`config.mk`:
```
export PLATFORM = sky130hd
export DESIGN_NAME = writeQueue
export DESIGN_NICKNAME = d
export VERILOG_FILES = /design/src/hw/writeQueuePkg.sv /design/src/hw/descriptorSlots.sv /design/src/hw/queueTracker.sv /design/src/hw/writeQueue.sv
export SDC_FILE = /design/constraint.sdc
export NUM_CORES = 1
export LEC_CHECK = 0
export BUFFER_PORTS_ARGS = -buffer_cell sky130_fd_sc_hd__buf_4
export CORE_ASPECT_RATIO = 1.4
export CORE_MARGIN = 2
export CORE_UTILIZATION = 45
export DETAILED_ROUTE_END_ITERATION = 10
export PLACE_DENSITY = 0.7
export SETUP_SLACK_MARGIN = 0.2
export SLEW_MARGIN = 20
export SYNTH_ARGS = -nofsm -noshare
export SYNTH_HDL_FRONTEND = slang
export SYNTH_SLANG_ARGS = --single-unit
```
`constraint.sdc`:
```
create_clock -name clock -period 2.15 [get_ports clock]
set_input_delay 0.3225 -clock clock [delete_from_list [all_inputs] [get_ports clock]]
set_output_delay 0.3225 -clock clock [all_outputs]
set_load 0.01 [all_outputs]
```
`src/hw/writeQueuePkg.sv`:
```
/*
  Shared widths, encodings and the descriptor layout of the DMA write queue.
  The queue is fixed at two slots, so the slot name and the occupancy count
  are sized for that depth only. Reserved encodings are carried through the
  queue unchanged and are never decoded here.
*/
package writeQueuePkg;

    ////////////////////////////////////////
    // Sizes
    ////////////////////////////////////////

    // AXI address width for both descriptor and destination addresses
    localparam int addrWidth = 32;

    // Largest single transfer is 8 MB minus one byte
    localparam int byteCountWidth = 23;

    // One priority level bit
    localparam int priorityWidth = 1;

    // Two slots used alternately
    localparam int queueDepth = 2;

    // Counts 0 to queueDepth inclusive
    localparam int countWidth = 2;

    // Occupancy value at which the queue is full
    localparam logic [countWidth-1:0] fullCount = countWidth'(queueDepth);

    ////////////////////////////////////////
    // Encodings
    ////////////////////////////////////////

    // Names one of the two descriptor slots
    typedef enum logic
    {
        slot0 = 1'b0,
        slot1 = 1'b1
    } slotT;

    // Destination address mode
    typedef enum logic [1:0]
    {
        dstIncr  = 2'b00,
        dstFixed = 2'b01,
        dstRsvd2 = 2'b10,
        dstRsvd3 = 2'b11
    } dstOpT;

    // Beat width code, 8 bits shifted left by the code
    typedef enum logic [2:0]
    {
        width8Bit   = 3'd0,
        width16Bit  = 3'd1,
        width32Bit  = 3'd2,
        width64Bit  = 3'd3,
        width128Bit = 3'd4,
        width256Bit = 3'd5,
        width512Bit = 3'd6,
        widthRsvd   = 3'd7
    } dataWidthT;

    ////////////////////////////////////////
    // Write descriptor
    ////////////////////////////////////////

    // One queued write transaction, 99 bits
    typedef struct packed
    {
        // Descriptor write-back rather than a data transfer
        logic                        storeDescriptor;
        // Descriptor was fetched from external memory
        logic                        extDescriptor;
        logic [addrWidth-1:0]        extDescriptorAddr;
        // Data already present when the descriptor was queued
        logic                        dataValid;
        logic [addrWidth-1:0]        dstAddr;
        dstOpT                       dstOp;
        dataWidthT                   dstDataWidth;
        dataWidthT                   srcDataWidth;
        logic [byteCountWidth-1:0]   byteCount;
        logic [priorityWidth-1:0]    priorityLevel;
    } wrDescriptorT;

endpackage

```
`src/hw/descriptorSlots.sv`:
```
/*
  Two write descriptor slots filled alternately, starting at slot0.
  The push pointer does not follow releases, so the consumer must retire
  entries in push order. The producer may only push while the queue
  reports space. Reads are combinational from the slots and the selects.
*/
module descriptorSlots
    import writeQueuePkg::*;
(
    input  logic                 clock,
    input  logic                 resetn,
    input  logic                 push,
    input  wrDescriptorT         pushDescriptor,
    input  slotT                 headSel,
    input  slotT                 fetchSel,
    output wrDescriptorT         headDescriptor,
    output logic [addrWidth-1:0] fetchDstAddr
);

    // Descriptor storage
    wrDescriptorT slotReg [queueDepth];

    // Slot that takes the next push
    slotT pushPtr;

    ////////////////////////////////////////
    // Push pointer
    ////////////////////////////////////////

    always_ff @(posedge clock or negedge resetn)
    begin
        if (!resetn)
        begin
            pushPtr <= slot0;
        end
        else if (push)
        begin
            // Alternate between the two slots
            if (pushPtr == slot0)
            begin
                pushPtr <= slot1;
            end
            else
            begin
                pushPtr <= slot0;
            end
        end
    end

    ////////////////////////////////////////
    // Slot registers
    ////////////////////////////////////////

    // Slots read as zero until first written
    always_ff @(posedge clock or negedge resetn)
    begin
        if (!resetn)
        begin
            for (int i = 0; i < queueDepth; i++)
            begin
                slotReg[i] <= '0;
            end
        end
        else if (push)
        begin
            slotReg[pushPtr] <= pushDescriptor;
        end
    end

    ////////////////////////////////////////
    // Read selects
    ////////////////////////////////////////

    // Whole head descriptor for the write side
    assign headDescriptor = slotReg[headSel];

    // Read engine only needs where its data goes
    assign fetchDstAddr = slotReg[fetchSel].dstAddr;

endmodule

```
`src/hw/queueTracker.sv`:
```
/*
  Occupancy and data-ready tracking for the two-slot write queue.
  A push adds one entry and each set release bit retires one, on the
  same edge. Pushing into a full queue or releasing more entries than are
  held is illegal and is flagged by the checks below.
  Setting a data-ready flag wins over clearing one in the same cycle.
*/
module queueTracker
    import writeQueuePkg::*;
(
    input  logic       clock,
    input  logic       resetn,
    input  logic       push,
    input  logic       pushStore,
    input  logic [1:0] releaseReq,
    input  slotT       headSel,
    input  slotT       fetchSel,
    input  logic       rdyToAck,
    input  logic       extDataValid,
    output logic       reqInQueue,
    output logic       space
);

    // Entries held
    logic [countWidth-1:0] count;

    // Entries retired this cycle
    logic [countWidth-1:0] releaseCount;

    // Per slot data-ready flags
    logic [queueDepth-1:0] dataReady;

    // Flag set and clear events
    logic dataArrival;
    logic setReady;
    logic clearReady;

    ////////////////////////////////////////
    // Occupancy counter
    ////////////////////////////////////////

    assign releaseCount = countWidth'(releaseReq[0]) + countWidth'(releaseReq[1]);

    always_ff @(posedge clock or negedge resetn)
    begin
        if (!resetn)
        begin
            count <= '0;
        end
        else
        begin
            // Push and release on one edge cancel out
            count <= count + countWidth'(push) - releaseCount;
        end
    end

    ////////////////////////////////////////
    // Data-ready flags
    ////////////////////////////////////////

    // External data lands in the slot being fetched
    assign dataArrival = rdyToAck & extDataValid;

    // Store descriptors carry no data so they are ready at once
    assign setReady = dataArrival | (push & pushStore);

    assign clearReady = |releaseReq;

    always_ff @(posedge clock or negedge resetn)
    begin
        if (!resetn)
        begin
            dataReady <= '0;
        end
        else if (setReady)
        begin
            dataReady[fetchSel] <= 1'b1;
        end
        else if (clearReady)
        begin
            dataReady[headSel] <= 1'b0;
        end
    end

    ////////////////////////////////////////
    // Status outputs
    ////////////////////////////////////////

    assign space = (count < fullCount);

    // Only a head entry with its data ready is offered to the write side
    assign reqInQueue = (count != '0) && dataReady[headSel];

    ////////////////////////////////////////
    // Checks
    ////////////////////////////////////////

    noPushWhenFull : assert property (
        @(posedge clock) disable iff (!resetn)
        push |-> (count != fullCount)
    )
    else
    begin
        $error("queueTracker: push while the queue is full");
    end

    // Guards the counter against wrapping over several edges
    countInRange : assert property (
        @(posedge clock) disable iff (!resetn)
        ##1 (count <= fullCount)
    )
    else
    begin
        $error("queueTracker: occupancy above queue depth");
    end

    noOverRelease : assert property (
        @(posedge clock) disable iff (!resetn)
        (releaseReq != 2'b00) |-> (releaseCount <= count)
    )
    else
    begin
        $error("queueTracker: release of more entries than held");
    end

endmodule

```
`src/hw/writeQueue.sv`:
```
/*
  Two-entry write transaction queue of the DMA controller.
  Plain strobes on both sides, with no handshake. The producer pushes only
  while space is high, and the consumer retires entries in push order and
  steers headSel and fetchSel itself.
*/
module writeQueue
    import writeQueuePkg::*;
(
    input  logic                 clock,
    input  logic                 resetn,

    // Producer side
    input  logic                 push,
    input  wrDescriptorT         pushDescriptor,

    // Consumer side
    input  logic [1:0]           releaseReq,
    input  slotT                 headSel,
    input  slotT                 fetchSel,

    // Read engine data arrival
    input  logic                 rdyToAck,
    input  logic                 extDataValid,

    // Queue outputs
    output wrDescriptorT         headDescriptor,
    output logic [addrWidth-1:0] fetchDstAddr,
    output logic                 reqInQueue,
    output logic                 space
);

    ////////////////////////////////////////
    // Descriptor storage
    ////////////////////////////////////////

    descriptorSlots slots
    (
        .clock          (clock),
        .resetn         (resetn),
        .push           (push),
        .pushDescriptor (pushDescriptor),
        .headSel        (headSel),
        .fetchSel       (fetchSel),
        .headDescriptor (headDescriptor),
        .fetchDstAddr   (fetchDstAddr)
    );

    ////////////////////////////////////////
    // Occupancy and readiness
    ////////////////////////////////////////

    // Only the store flag of the pushed descriptor matters to the tracker
    queueTracker tracker
    (
        .clock        (clock),
        .resetn       (resetn),
        .push         (push),
        .pushStore    (pushDescriptor.storeDescriptor),
        .releaseReq   (releaseReq),
        .headSel      (headSel),
        .fetchSel     (fetchSel),
        .rdyToAck     (rdyToAck),
        .extDataValid (extDataValid),
        .reqInQueue   (reqInQueue),
        .space        (space)
    );

endmodule

```
After elaboration in Yosys (flattened, before gate mapping)
Index checks and enable logic that the tools add are counted.
{ "totals": {"reg_bits": 203, "inputBits": 108, "out_inout_bits": 133, "word_cells": 69} }
{ "classes": {"addsub": 3, "order_cmp": 9, "mux": 18, "bitwise": 9, "reduce_logical": 7} }
{ "ops": {"columns": ["operator", "n"], "rows": [
  ["two-way mux 99 bit", 4],
  ["bitwise mux 198 bit", 1],
  ["two-way mux 64 bit", 3],
  ["demux 99 bit (select 1 bit)", 1],
  [">= comparator 2 bit, second input constant", 3],
  ["NOT 1 -> 2 bit", 3],
  ["two-way mux 1 bit", 5],
  ["logical AND 1 bit", 4],
  ["< comparator 1 x 2 -> 1 bit, second input constant", 2],
  ["two-way mux 2 bit", 2],
  ["nonzero test 2 bit", 2],
  ["adder 1 x 1 -> 2 bit", 1],
  ["adder 2 x 1 -> 2 bit", 1],
  ["AND 1 bit", 2],
  ["AND 2 bit", 1],
  ["demux 1 bit (select 1 bit)", 2],
  [">= comparator 1 bit, second input constant", 2],
  ["< comparator 2 x 1 -> 1 bit, second input constant", 1],
  ["< comparator 2 bit, second input constant", 1],
  ["NOT 2 bit", 1],
  ["OR 2 bit", 1],
  ["OR reduction 2 bit", 1],
  ["subtractor 2 bit", 1],
  ["OR 1 bit", 1]
]} }

Longest topological paths before layout
{ "depth": {"depth_word": 8, "ltp_mapped": 5, "depth_no_buf": 5} }

Hierarchy
From an unflattened synthesis, not the netlist that was laid out.
{ "unflattened": {"hier_cells": 588, "area_unflattened_um2": 9190.1} }
{ "by_module_without_submodules": {"columns": ["module", "instances", "cells_each", "area_per_inst_um2", "seq_area_each_um2"], "rows": [
  ["descriptorSlots", 1, 567, 8959.8, 4979.8],
  ["queueTracker", 1, 21, 230.2, 100.1]
]} }

Worst setup path after synthesis
Ideal clock, no wire load.
{ "synth_path": {"path_type": "in2out", "startpoint": "input headSel", "endpoint": "output headDescriptor[0] (netlist name)", "t_arrival_ns": 1.166, "t_required_ns": 1.827, "slack_ns": 0.661, "cell_stages": 3, "n_path_buf": 2, "path_cell_list": "clkbuf_1 > buf_2 > mux2_2"} }
{ "synth_rtl": {"columns": ["element", "line_no", "text"], "rows": [
  ["start, declared", "writeQueue.sv:19", "input slotT headSel,"],
  ["end, declared", "writeQueue.sv:27", "output wrDescriptorT headDescriptor,"]
]} }

Worst setup path in the final report
{ "layout_path": {"startpoint": "register slots.slotReg[62] (netlist name)", "endpoint": "output fetchDstAddr[30]"} }
{ "layout_via": {"elab_chain_cells": 3} }
{ "layout_rtl": {"columns": ["element", "line_no", "text"], "rows": [
  ["start, declared", "descriptorSlots.sv:21", "wrDescriptorT slotReg [queueDepth];"],
  ["start signal, assigned by index", "descriptorSlots.sv:66", "slotReg[pushPtr] <= pushDescriptor;"],
  ["two-way mux 64 bit (implied by the code) (3 in a row)", "descriptorSlots.sv:78", "assign fetchDstAddr = slotReg[fetchSel].dstAddr;"],
  ["end, declared", "writeQueue.sv:28", "output logic [addrWidth-1:0] fetchDstAddr,"]
]} }
Every way passes these cells. The select of a mux whose other input is x is not followed.

==> key figures <==
Route
  – WL/cell: around 19 µm
  – Final wirelength: roughly 21000 µm
  – Vias: 5772
  – DRT Pass-1 Iters: 4
  – Via/cell ratio: 5.27
  – Initial drt markers: 162
  – DRC Markers: 0
  – DRT antenna net count: 0

Cells and area
  – FILL cells: about 1600
  – Fin nets: between 900 and 1000
  – Area occupied by multi-input gates: about 3900 µm²
  – Area grow syn2layout: 30.9%
  – Layout cells sized above 1: 0.707
  – Register area: 5080 µm²
  – Antenna diodes: 0

Critical path
  – Crit path required time: 1.83 ns
  – Arr. time, crit path: 1.33 ns
  – CP max stage cell: dfrtp_1
  – CP Launch Type: flop
  – Buf+Inv Stages, Crit Path: 1
  – CP delay by family, top: flip-flops
  – CP peak stage delay: 0.40 ns
  – CP endpoint kind: output pin
  – Worst setup path class: reg -> out
  – Worst Path Max Fanout: 3
  – Worst Setup SP: slots.slotReg[62]$_DFFE_PN0P_
  – CP cell instances: mux2_2 > buf_4
  – Reg2reg start: slots.pushPtr$_DFFE_PN0P_

Synth
  – Mapped Cells: 590
  – Synth Net Count: 701
  – Fraction of registers with async set/reset: 1.00
  – Post-Synthesis Cell Area: between 9000 and 10000 µm²
  – Largest cells by area after synthesis: dfrtp_1, mux2_2, mux2_1
  – Synth Area in Adders: 0.00492
  – Yosys warnings: 0
  – Post-synthesis mux area share: 0.405
  – Sequential area share after synthesis: 0.555
  – Synthesized area per cell: roughly 16 µm²
  – Synth Area in Simple Gates: 0.00301
  – #FFs+latches synth: 203
  – Top FF cell, synth: dfrtp_1
  – Yosys cell types: 19
  – Largest family of logic cells by synthesized area: multiplexers
  – Most frequent cell after synthesis: mux2_2
  – Commonest cells in the netlist: mux2_2, dfrtp_1, buf_2
  – Top-area cell type share of the netlist area: 0.555
  – Xor and xnor area share after synthesis: 0.00287
  – Post-synthesis compound-gate area fraction: 0.00369
  – Synth area leader: dfrtp_1
  – Post-synth EDFFs: 0

Clocking
  – Worst skew pair latency: 0.49 ns
  – Post-CTS setup buffer count: 0
  – Clock tree buffer depth: 3
  – Worst-path clk slew: roughly 0.060 ns
  – CTS tree: built
  – CTS Sinks: 203
  – CTS-repair resized insts: 0
  – Total clock buffers created by CTS: 21
  – Clock root cell: clkbuf_16
  – Htree depth: 1

Global route
  – Initial antenna violation count: 0
  – First-pass GRT wire length: ~34000 µm
  – GR Overflow Total: 0
  – Vias in the first global route: 6493
  – Largest net degree at the start of global routing: 66
  – GRT Resource Usage Total: 0.192

Flow run
  – Max-cap viol count: 0

Timing
  – Final Critical Period: ~1.7 ns
  – Unrepaired setup endpoints after global routing: false
  – Worst hold slack: 0.0552 ns
  – Final Hold Violating Endpoints: 0
  – Max-slew violation count: 0
  – Worst Clk Skew: 0.00756 ns
  – Worst-Margin Slew: 0.543 ns
  – Final Cycle Share: 0.770
  – FMAX: 604 MHz
  – Setup TNS: 0 ns
  – Slew headroom: 0.638
  – Setup violations, final: 0

Floorplan
  – Rows: 61
  – Die width: 125 µm
  – Area of the core: 19900 µm²
  – IO Count: between 200 and 250
  – Chip height: 173 µm
  – Die area: 21500 µm²
  – Initial Utilization: 0.459

Power and ir drop
  – P_sw: 0.00543 W
  – P_leak: 5.37 nW
  – Clock Power Share: 0.200
  – Sequential Power Share: 0.385
  – PwrDens: 1490 nW/µm²
  – Switching part of the total: 0.304
  – Combinational Power Share: 0.415
  – Worst vdd ir: around 0.76 mV
  – Int Power: 0.0124 W

Hold path
  – Hold WC Path Type: in -> reg
  – Hold path startpoint: pushDescriptor[21]

Status
  – Status: finished, final reports clean

Placement
  – DP HPWL: 14700 µm
  – Port bufs: 240
  – GPL Wtd Cong: 0.787
-- layout by cell type, fill, tap and decap left out --
master / netlist / routed
fa_1: 1 / 1
inv_1: 4 / 4
buf_12: 0 / 10
o22ai_1: 1 / 1
o21ai_0: 2 / 2
nor2b_1: 2 / 1
clkbuf_16: 0 / 21
dfrtp_1: 203 / 203
mux2_1: 20 / 20
clkinv_2: 0 / 6
inv_6: 0 / 2
xnor2_1: 2 / 2
xor2_1: 1 / 1
clkbuf_8: 0 / 3
mux2_2: 309 / 309
nand2_4: 0 / 1
ha_1: 2 / 2
dlygate4sd3_1: 0 / 1
buf_4: 8 / 242
nor2_1: 3 / 3
clkbuf_1: 2 / 3
a21oi_1: 2 / 2
a22oi_1: 1 / 1
nor2b_4: 0 / 1
bufinv_16: 0 / 2
-- final cells by class --
class                   instances  share of cell area
clock buffers                  26              0.0471
clock inverters                10             0.00899
inverters                       4             0.00125
multi-input cells             347               0.322
flip-flops and latches        203               0.424
well taps                     252              0.0263
repair buffers                254               0.170
-- per-stage QoR --
stage                     instances  instance area [µm²]  setup slack, ns  total power (W)   util
after floorplan                 590                 9150            0.661           0.0111      -
after global placement         1059                11300            0.507           0.0141  0.567
after detailed placement       1059                11300            0.497           0.0144  0.567
after CTS                      1096                12000            0.460           0.0181  0.601
after global routing           1096                12000            0.437           0.0189  0.601
final                          1096                12000            0.494           0.0178  0.601
-- cell families after synthesis --
kind of cell	after synthesis
AO/OA/AOI/OAI	6
AND/OR/NAND/NOR	6
XOR/XNOR	3
buffers and inverters	40
flip-flops	203
multiplexers	329
adder cells (fa/ha/maj)	3
-- sequential cells by signal (all words and copies together), names as in the netlist --
| register | cells |
|---|---|
| slots.pushPtr | 1 |
| slots.slotReg | 198 |
| tracker.count | 2 |
| tracker.dataReady | 2 |
-- worst register-to-register path: cells and delay by family (launching register included) --
family / cells / cell delay, ns
DFF: 1 / 0.46
muxes: 1 / 0.42
buffers and inverters: 1 / 0.31
and+or+nand+nor: 1 / 0.20
-- metal layers --
metal	GRT usage	vias to the layer above	routed length, µm
met5	0	-	0
met1	0.230	2922	8160
met4	0.0754	0	778
met3	0.0439	54	1180
li1	-	2609	-
met2	0.333	187	10700
-- power by group through the flow --
stage | clock [W] | sequential [W] | combinational (W)
after CTS | 0.00368 | 0.00687 | 0.00755
after global placement | 0 | 0.00677 | 0.00732
after detailed placement | 0 | 0.00693 | 0.00750
final | 0.00357 | 0.00687 | 0.00740
after floorplan | 0 | 0.00650 | 0.00457
after global routing | 0.00383 | 0.00713 | 0.00796
-- path summary, 6_finish.rpt --
path                                                  end  slack (ns)  depth (start not counted)
min reg2reg                slots.slotReg[118]$_DFFE_PN0P_        0.48                          1
max                                      fetchDstAddr[30]        0.49                          2
max reg2reg                slots.slotReg[104]$_DFFE_PN0P_        0.64                          3
min in group asynchronous   slots.slotReg[39]$_DFFE_PN0P_        0.39                          2
max in group asynchronous  slots.slotReg[113]$_DFFE_PN0P_        0.99                          3
min                        slots.slotReg[120]$_DFFE_PN0P_        0.06                          2
-- repair_timing --
action	CTS	global route
endpoints found under the setup margin	0	0
hold buffers	1	0
endpoints found under the hold margin	60	0
(Power assumes the default switching activity.)
